## src/source/fetch_pkg.sv

```systemverilog
package fetch_pkg;

    ////////////////////
    // pointer and length
    ////////////////////

    // byte pointer into the instruction buffer
    localparam int BIP_BITS = 6;

    // decode reports 8 bits, only these move the pointer
    localparam int LEN_USED_BITS = 6;

    localparam int PACKET_BYTES = 16;

    // wraps modulo 64
    typedef logic [BIP_BITS-1:0] bip_t;

    typedef logic [7:0] len_t;

    ////////////////////
    // packet and control flow
    ////////////////////

    // byte 0 of the packet sits in bits 7:0
    typedef logic [PACKET_BYTES*8-1:0] packet_t;

    // higher encoding has priority
    typedef enum logic [1:0] {
        CF_NONE    = 2'd0,
        CF_BRANCH  = 2'd1,
        CF_RESTEER = 2'd2,
        CF_INIT    = 2'd3
    } cf_src_e;

endpackage

```

## src/source/ibuf_pkg.sv

```systemverilog
package ibuf_pkg;

    // buffer geometry
    localparam int NUM_LINES  = 4;
    localparam int LINE_BYTES = 16;
    localparam int BUF_BYTES  = NUM_LINES * LINE_BYTES;

    // byte offset bits inside one line
    localparam int LINE_OFS_BITS = $clog2(LINE_BYTES);

    typedef logic [$clog2(NUM_LINES)-1:0] line_idx_t;

    typedef logic [LINE_BYTES*8-1:0] line_t;

    // one valid bit per line
    typedef logic [NUM_LINES-1:0] line_mask_t;

endpackage

```

## src/source/instr_buffer.sv

```systemverilog
`timescale 1ns/1ps

module instr_buffer (
    input  logic                             clk,
    input  logic                             rst_n,

    ////////////////////
    // fill port
    ////////////////////
    input  logic                             fill_valid,
    input  ibuf_pkg::line_idx_t              fill_index,
    input  ibuf_pkg::line_t                  fill_data,

    ////////////////////
    // from the aligner
    ////////////////////
    input  logic                             release_line,
    input  ibuf_pkg::line_idx_t              release_index,
    input  logic                             flush,

    ////////////////////
    // to fetch
    ////////////////////
    output logic [ibuf_pkg::BUF_BYTES*8-1:0] window,
    output ibuf_pkg::line_mask_t             line_valid
);

    import ibuf_pkg::*;

    line_t lines [NUM_LINES];
    line_t fill_swapped;

    // memory side sends byte 0 in the top bits
    always_comb begin
        for (int b = 0; b < LINE_BYTES; b++) begin
            fill_swapped[8*b +: 8] = fill_data[8*(LINE_BYTES-1-b) +: 8];
        end
    end

    // stored lines keep byte 0 low
    always_ff @(posedge clk) begin
        if (fill_valid) begin
            lines[fill_index] <= fill_swapped;
        end
    end

    // fill wins over release and release over flush
    always_ff @(posedge clk) begin
        if (!rst_n) begin
            line_valid <= '0;
        end else begin
            for (int i = 0; i < NUM_LINES; i++) begin
                if (fill_valid && fill_index == line_idx_t'(i)) begin
                    line_valid[i] <= 1'b1;
                end else if (release_line && release_index == line_idx_t'(i)) begin
                    line_valid[i] <= 1'b0;
                end else if (flush) begin
                    line_valid[i] <= 1'b0;
                end
            end
        end
    end

    // line 0 in the low bytes, so window byte k is buffer byte k
    for (genvar g = 0; g < NUM_LINES; g++) begin : g_window
        assign window[g*LINE_BYTES*8 +: LINE_BYTES*8] = lines[g];
    end

endmodule

```

## src/source/byte_rotator.sv

```systemverilog
`timescale 1ns/1ps

module byte_rotator (
    input  logic [ibuf_pkg::BUF_BYTES*8-1:0] window,
    input  fetch_pkg::bip_t                  shift,
    output fetch_pkg::packet_t               rotated
);

    import fetch_pkg::*;
    import ibuf_pkg::*;

    logic [BUF_BYTES*8-1:0] stage1;
    logic [BUF_BYTES*8-1:0] stage2;
    logic [BUF_BYTES*8-1:0] stage4;
    logic [BUF_BYTES*8-1:0] stage8;
    logic [BUF_BYTES*8-1:0] stage16;
    logic [BUF_BYTES*8-1:0] stage32;

    // circular shift toward byte 0
    function automatic logic [BUF_BYTES*8-1:0] rot_down(
        input logic [BUF_BYTES*8-1:0] data,
        input int                     nbytes
    );
        logic [2*BUF_BYTES*8-1:0] twice;
        twice = {data, data};
        return twice[8*nbytes +: BUF_BYTES*8];
    endfunction

    ////////////////////
    // log shifter
    ////////////////////

    // one stage per pointer bit
    assign stage1  = shift[0] ? rot_down(window, 1)   : window;
    assign stage2  = shift[1] ? rot_down(stage1, 2)   : stage1;
    assign stage4  = shift[2] ? rot_down(stage2, 4)   : stage2;
    assign stage8  = shift[3] ? rot_down(stage4, 8)   : stage4;
    assign stage16 = shift[4] ? rot_down(stage8, 16)  : stage8;
    assign stage32 = shift[5] ? rot_down(stage16, 32) : stage16;

    // byte at the pointer lands in bits 7:0
    assign rotated = stage32[PACKET_BYTES*8-1:0];

endmodule

```

## src/source/fetch_align.sv

```systemverilog
`timescale 1ns/1ps

module fetch_align (
    input  logic                 clk,
    input  logic                 rst_n,

    ////////////////////
    // decode
    ////////////////////
    input  fetch_pkg::len_t      decode_length,
    input  logic                 stall,

    ////////////////////
    // control flow
    ////////////////////
    input  fetch_pkg::bip_t      wb_target,
    input  logic                 resteer,
    input  fetch_pkg::bip_t      bp_target,
    input  logic                 branch_taken,
    input  fetch_pkg::bip_t      init_target,
    input  logic                 init,

    ////////////////////
    // buffer and rotator
    ////////////////////
    input  ibuf_pkg::line_mask_t line_valid,
    input  fetch_pkg::packet_t   fetched,

    // interrupt descriptor path
    input  fetch_pkg::packet_t   idt_packet,
    input  logic                 idt_select,
    input  logic                 ie_pending,

    output fetch_pkg::packet_t   packet,
    output logic                 packet_valid,
    output fetch_pkg::bip_t      old_bip,
    output fetch_pkg::bip_t      new_bip,
    output logic                 release_line,
    output ibuf_pkg::line_idx_t  release_index,
    output logic                 flush
);

    import fetch_pkg::*;
    import ibuf_pkg::*;

    cf_src_e   cf_src;
    logic      cf_event;
    bip_t      cf_target;
    line_idx_t old_line;
    line_idx_t cur_line;
    line_idx_t next_line;
    logic      window_valid;
    logic      advance;

    // sequential pointer
    assign new_bip = old_bip + bip_t'(decode_length[LEN_USED_BITS-1:0]);

    // init over resteer over branch
    always_comb begin
        if (init) begin
            cf_src = CF_INIT;
        end else if (resteer) begin
            cf_src = CF_RESTEER;
        end else if (branch_taken) begin
            cf_src = CF_BRANCH;
        end else begin
            cf_src = CF_NONE;
        end
    end

    always_comb begin
        case (cf_src)
            CF_INIT:    cf_target = init_target;
            CF_RESTEER: cf_target = wb_target;
            CF_BRANCH:  cf_target = bp_target;
            default:    cf_target = new_bip;
        endcase
    end

    assign cf_event = (cf_src != CF_NONE);

    // window spans the line of new_bip and the next one
    assign cur_line     = line_idx_t'(new_bip >> LINE_OFS_BITS);
    assign next_line    = cur_line + line_idx_t'(1);
    assign window_valid = line_valid[cur_line] & line_valid[next_line];

    // pending interrupt enable blocks normal fetch
    assign packet_valid = (window_valid & ~ie_pending) | idt_select;
    assign packet       = idt_select ? idt_packet : fetched;

    assign advance = ~stall & packet_valid;

    // line left behind by a forward step
    assign old_line      = line_idx_t'(old_bip >> LINE_OFS_BITS);
    assign release_line  = advance & ~cf_event & (old_line != cur_line);
    assign release_index = old_line;
    assign flush         = cf_event;

    // control flow loads even under stall
    always_ff @(posedge clk) begin
        if (!rst_n) begin
            old_bip <= '0;
        end else if (cf_event) begin
            old_bip <= cf_target;
        end else if (advance) begin
            old_bip <= new_bip;
        end
    end

endmodule

```

## src/source/fetch_unit.sv

```systemverilog
`timescale 1ns/1ps

module fetch_unit (
    input  logic                 clk,
    input  logic                 rst_n,

    ////////////////////
    // memory side
    ////////////////////
    input  logic                 fill_valid,
    input  ibuf_pkg::line_idx_t  fill_index,
    input  ibuf_pkg::line_t      fill_data,

    // decode
    input  fetch_pkg::len_t      decode_length,
    input  logic                 stall,

    ////////////////////
    // control flow
    ////////////////////
    input  fetch_pkg::bip_t      wb_target,
    input  logic                 resteer,
    input  fetch_pkg::bip_t      bp_target,
    input  logic                 branch_taken,
    input  fetch_pkg::bip_t      init_target,
    input  logic                 init,

    input  fetch_pkg::packet_t   idt_packet,
    input  logic                 idt_select,
    input  logic                 ie_pending,

    output fetch_pkg::packet_t   packet,
    output logic                 packet_valid,
    output fetch_pkg::bip_t      old_bip,
    output fetch_pkg::bip_t      new_bip,
    output ibuf_pkg::line_mask_t line_valid
);

    import fetch_pkg::*;
    import ibuf_pkg::*;

    logic [BUF_BYTES*8-1:0] window;
    packet_t                fetched;
    logic                   release_line;
    line_idx_t              release_index;
    logic                   flush;

    instr_buffer instr_buffer_inst (
        .clk           (clk),
        .rst_n         (rst_n),
        .fill_valid    (fill_valid),
        .fill_index    (fill_index),
        .fill_data     (fill_data),
        .release_line  (release_line),
        .release_index (release_index),
        .flush         (flush),
        .window        (window),
        .line_valid    (line_valid)
    );

    // rotates at the sequential pointer
    byte_rotator byte_rotator_inst (
        .window  (window),
        .shift   (new_bip),
        .rotated (fetched)
    );

    fetch_align fetch_align_inst (
        .clk           (clk),
        .rst_n         (rst_n),
        .decode_length (decode_length),
        .stall         (stall),
        .wb_target     (wb_target),
        .resteer       (resteer),
        .bp_target     (bp_target),
        .branch_taken  (branch_taken),
        .init_target   (init_target),
        .init          (init),
        .line_valid    (line_valid),
        .fetched       (fetched),
        .idt_packet    (idt_packet),
        .idt_select    (idt_select),
        .ie_pending    (ie_pending),
        .packet        (packet),
        .packet_valid  (packet_valid),
        .old_bip       (old_bip),
        .new_bip       (new_bip),
        .release_line  (release_line),
        .release_index (release_index),
        .flush         (flush)
    );

endmodule

```

## config.mk

```make
export PLATFORM = sky130hd
export DESIGN_NAME = fetch_unit
export DESIGN_NICKNAME = d
export VERILOG_FILES = /design/src/source/fetch_pkg.sv /design/src/source/ibuf_pkg.sv /design/src/source/instr_buffer.sv /design/src/source/byte_rotator.sv /design/src/source/fetch_align.sv /design/src/source/fetch_unit.sv
export SDC_FILE = /design/constraint.sdc
export NUM_CORES = 2
export LEC_CHECK = 0
export ABC_CLOCK_PERIOD_IN_PS = 10250
export BUFFER_PORTS_ARGS = -buffer_cell sky130_fd_sc_hd__buf_2
export CAP_MARGIN = 20
export CORE_AREA = 3 3 306 459
export DETAILED_ROUTE_END_ITERATION = 7
export DIE_AREA = 0 0 309 462
export GPL_TIMING_DRIVEN = 0
export PLACE_DENSITY = 0.43
export SYNTH_ARGS = -nofsm -noshare
export SYNTH_HDL_FRONTEND = slang
export SYNTH_SLANG_ARGS = --single-unit
```

## constraint.sdc

```tcl
create_clock -name clk -period 10.25 [get_ports clk]
set_clock_uncertainty 0.1 [all_clocks]
set_input_delay 1.5375 -clock clk [delete_from_list [all_inputs] [get_ports clk]]
set_output_delay 1.5375 -clock clk [all_outputs]
set_load 0.03 [all_outputs]
```

* Yosys cells after proc, flatten, opt, wreduce, memory -nomap -nowiden *
Memory sizes are Yosys's and may differ from the RTL's.
Cells that the tools add are included.

operators by class
  add/sub/neg operators = 2
  magnitude comparators = 2
  eq/ne operators = 10
  mux-type cells = 28
  bitwise gates (word level) = 9
  reduce and logical (&&, ||, !) cells = 16

operators by type and width
  operator               number
  $mux W512              4
  $mux W384              1
  $mux W128              2
  $pmux W6 S3            1
  $mux W1                14
  $eq A2 B2 Y1 const B   6
  $mux W6                2
  $reduce_bool A3 Y1     4
  $logic_and A1 B1 Y1    8
  $add A6 B6 Y6          1
  $eq A2 B1 Y1 const B   3
  $lt A2 B3 Y1 const B   2
  $and A1 B1 Y1          5
  $bmux W1 S2            2
  $logic_not A2 Y1       2
  $mux W2                2
  $reduce_bool A2 Y1     2
  $not A1 Y1             3
  $add A2 B1 Y2 const B  1
  $ne A2 B2 Y1           1
  $or A1 B1 Y1           1

word-level totals
  flip-flop bits (word level) = 10
  bits in writable memories = 512
  word-level logic and storage cells = 73
  memories kept = 1

memories
  memory                   words  width  read ports  clocked after memory_dff  write ports  line                source
  instr_buffer_inst.lines  4      128    4           0                         1            instr_buffer.sv:30  line_t lines [NUM_LINES];

* Logic depth before layout (Yosys ltp) *
  word-level depth = 13
  gate-level depth with buffers = 14
  gate-level depth less buffers = 10

* Modules after synthesis *
A second synthesis with hierarchy kept.

second synthesis, totals
  cell total of the unflattened synthesis = 3,905
  area, all modules = 47,917.2 um2

by module, submodules not included
  module        times used  cells each  area each (um2)  sequential area each (um2)
  byte_rotator  1           3,116       30,007.5         0.0
  instr_buffer  1           534         15,584.9         15,454.8
  fetch_align   1           255         2,324.7          120.1

* Worst setup path before layout *
No wires, ideal clock.

  kind = input-to-reg
  from = in fill_index[1]
  to = mem instr_buffer_inst.lines[0][0] (netlist bit) (enable)
  library setup time = 0.618 ns
  arrival time = 7.003 ns
  data required time = 9.532 ns
  slack = 2.529 ns
  stages on the path = 3
  buffers on the path = 0
  path through = inv_1 > nand2_1 > nor2_1

RTL lines
  item                line                source
  start: declaration  fetch_unit.sv:11    input ibuf_pkg::line_idx_t fill_index,
  end: declaration    instr_buffer.sv:30

Straight into the memory's write port.

* Worst setup path after layout *
  from = in decode_length[0]
  to = out packet[45]

between the ends
  longest elaborated chain between the ends = 8

ends and longest elaborated chain
  item                line                source
  start: declaration  fetch_unit.sv:15    input fetch_pkg::len_t decode_length,
  $add A6 B6 Y6 *     fetch_align.sv:56   assign new_bip = old_bip + bip_t'(decode_length[LEN_USED_BITS-1:0]);
  $mux W512           byte_rotator.sv:34  assign stage1 = shift[0] ? rot_down(window, 1) : window;
  $mux W512           byte_rotator.sv:35  assign stage2 = shift[1] ? rot_down(stage1, 2) : stage1;
  $mux W512           byte_rotator.sv:36  assign stage4 = shift[2] ? rot_down(stage2, 4) : stage2;
  $mux W512           byte_rotator.sv:37  assign stage8 = shift[3] ? rot_down(stage4, 8) : stage4;
  $mux W384           byte_rotator.sv:38  assign stage16 = shift[4] ? rot_down(stage8, 16) : stage8;
  $mux W128 *         byte_rotator.sv:39  assign stage32 = shift[5] ? rot_down(stage16, 32) : stage16;
  $mux W128 *         fetch_align.sv:89   assign packet = idt_select ? idt_packet : fetched;
  end: declaration    fetch_unit.sv:32    output fetch_pkg::packet_t packet,

Every way passes the cells marked *; elsewhere a longest branch is shown, timed or not.

==> metrics.cfg <==
[sta]
worst_pin_slew_ns = 1.37
setup_viol = 0
slew_viol_final = 0
period_share_pct = 92.9
max_slew_margin_pct = 8.75
setup_slack_ns = 0.730
finalHoldViolations = 0
fmax_mhz = 105
fin_hold_ws_ns = 0.410
period_needed_ns = 9.52
rsz0062_at_grt = false

[clocking]
cts_setup_buffers = 0
clkTransAtPathRegs_ns = 0.07
clock-root-buffer = clkbuf_16
cts_tree = built
cts_hold_buf = 0
cts_htree_levels = 2
cts_buffers = 51
clkLatencyLatePin_ns = 0.68
clock-sinks = 522
cts_resized = 0
cts_buffer_depth = 3

[pwr]
clkPwrFrac_pct = 17.0
p_seq_share_pct = 21.9
p_int_mw = 5.59
p_per_area_nw_per_um2 = 242
switchingPower_mw = 6.23
p_sw_share_pct = 52.7
combPwrFrac_pct = 61.1
power_mw = 11.8
total_leakage_power_nw = 19.4
max-vdd-ir-drop_mv = 0.164

[setup_path]
endpoint_kind = output pin
crit_top_cell = buf_2
crit_path_cell_trace = buf_2, ha_1, buf_2, buf_2, buf_2, clkbuf_2, buf_16, nand2_1, o21ai_0, o21ai_0, mux4_2, mux2i_1, o21ai_0, buf_2
cp.arrival_ns = 7.88
cpPeakStageDelay_ns = 1.04
crit_family = buffers and inverters
r2r_start = fetch_align_inst.old_bip[0]$_SDFFE_PN0P_
regToRegSetupSlack_ns = 5.83
required_ns = 8.61
crit_buf_inv = 7
rr_worst_depth = 12
r2r-end = fetch_align_inst.old_bip[4]$_SDFFE_PN0P_
critPathKind = in -> out
crit_slowest_cell = buf_2
startpoint_type = input pin
path_max_fanout = 12

[logic_synthesis]
yosysWarnings = 0
ys_ff_latch = 522
ys_seq_area_share_pct = 38.1
ys.flop_type = edfxtp_1
synth_cell_types = 47
ys_top_cells_by_count = 883 x nand2_1, 654 x mux2i_1, 512 x edfxtp_1, 380 x mux4_2, 287 x o21ai_0
synth_edf_count = 512
async_flop_share_pct = 0
yosysTopAreaCellShare_pct = 37.6
synth_most_common_cell = nand2_1
syn_area_per_cell_um2 = 11.7
synthTopCellsByArea = edfxtp_1 38%, mux4_2 21%, mux2i_1 16%
synth_cells = 3496
syn-cell-area_um2 = 40900
synth_nets = 3795
netlist.top_cell.by_area = edfxtp_1

[floorplanning]
core_um2 = 137000
io_pins = 438
die_height_um = 462
die-width_um = 309
rows = 166
initial_core_util_pct = 29.9
die_area_um2 = 143000

[routing]
drt-initial-drc-count = 7964
viasPerCell = 7.38
vias = 43800
postRouteAntennaNets = 0
wl_per_cell_um = 64.0
drt-total-wl_mm = 380
firstDrtPassIters = 8
drc_errors = 21

[placement]
place_hpwl_mm = 273
io_buffer_count = 434
pre_cts_ws_ns = 1.42
gp_congestion = 1.11
placed_cells = 5766

[min_path]
hold_end = instr_buffer_inst.line_valid[1]$_SDFFE_PN0P_
hp-class = reg -> reg
worst_hold_path.num_cells = 2
hold_start = instr_buffer_inst.line_valid[1]$_SDFFE_PN0P_

[final_layout]
area_growth_pct = 19.4
drive_above_1_share_pct = 34.9
final_cell_count_no_fill = 5938
finalNetCount = 4358

[grt]
overflow = 0
grt_pass1_wl_mm = 462
grt_antenna_before_repair = 73
grt_pass1_vias = 39400
grtUsageTotal_pct = 52.0
grt_max_degree = 55

[status]
status = complete, but fails checks
violations = DRC

[job]
cap_violations = 0

-- stage by stage --
stage,utilization (%),cell area [µm²],setup TNS (ns)
after floorplan,-,40900,0
after global placement,33.1,45300,-775.21
after detailed placement,34.3,46800,0
after CTS,35.5,48500,0
after global routing,35.6,48700,0
final,35.7,48800,0
-- kinds of logic after synthesis --
group                    after synthesis  synth area share, %
AO/OA/AOI/OAI                        456                 6.53
XOR/XNOR                               5                0.107
adder cells (fa/ha/maj)                6                0.202
buffers and inverters                334                 3.57
flip-flops                           522                 38.1
multiplexers                        1240                 42.6
AND/OR/NAND/NOR                      933                 8.86
-- tightest hold or removal path, cell delays in order, from the launching register on --
cell	delay [ns]
dfxtp_1	0.34
nand2_1	0.06
o22ai_1	0.06
-- flip-flops by register name, indices dropped and copies added, names as in the netlist --
name                          flops
fetch_align_inst.old_bip          6
instr_buffer_inst.line_valid      4
instr_buffer_inst.lines         512
-- power by group through the flow --
stage,sequential [mW],combinational (mW),clock (mW)
floorplan,2.56,3.11,0
global placement,2.65,6.43,0
detailed placement,2.63,6.53,0
CTS,2.58,6.54,2.04
global route,2.59,6.90,2.11
finish,2.59,7.23,2.01
-- cells in the final DEF (no fill, tap or decap), drive strengths merged, types with 10 or more instances in the layout --
master	instances
nand2	883
buf	689
mux2i	654
edfxtp	512
mux4	380
o21ai	341
clkbuf	216
mux2	206
diode	75
o2111ai	50
o221ai	38
nand4	19
clkinv	13
dfxtp	10
-- per-layer routing --
layer  GRT usage, %  routed length (µm)  vias up
li1               -                   -    14700
met5           4.10                 779        -
met2           69.6              148000     5357
met3           32.6               58700     1723
met1           54.9              128000    22000
met4           48.7               44500       34
-- worst max-delay path by stage --
stage / cells past startpoint / endpoint / start / slack (ns)
finish: 14 / packet[45] / decode_length[0] / 0.73
global route: 14 / packet[45] / decode_length[0] / 1.10
CTS: 13 / packet[40] / decode_length[0] / 1.41
detailed placement: 13 / packet[40] / decode_length[0] / 1.42
global placement: 4 / instr_buffer_inst.lines[0][100]$_DFFE_PP_ / fill_index[1] / -3.20
floorplan: 3 / instr_buffer_inst.lines[0][0]$_DFFE_PP_ / fill_index[1] / 2.53
-- cell type report --
class                           instances  area [µm²]
Buffer                                330        1610
Timing Repair Buffer                  510        3610
Clock buffer                           65        1370
Antenna cell                           75         188
Tap cell                             1764        2210
Multi-Input combinational cell       2640       23900
Fill cell                           13700       87900
Clock inverter                         28         362
Sequential cell                       522       15600
Inverter                                4        15.0
Note: power is estimated with default switching activity, not from simulation.
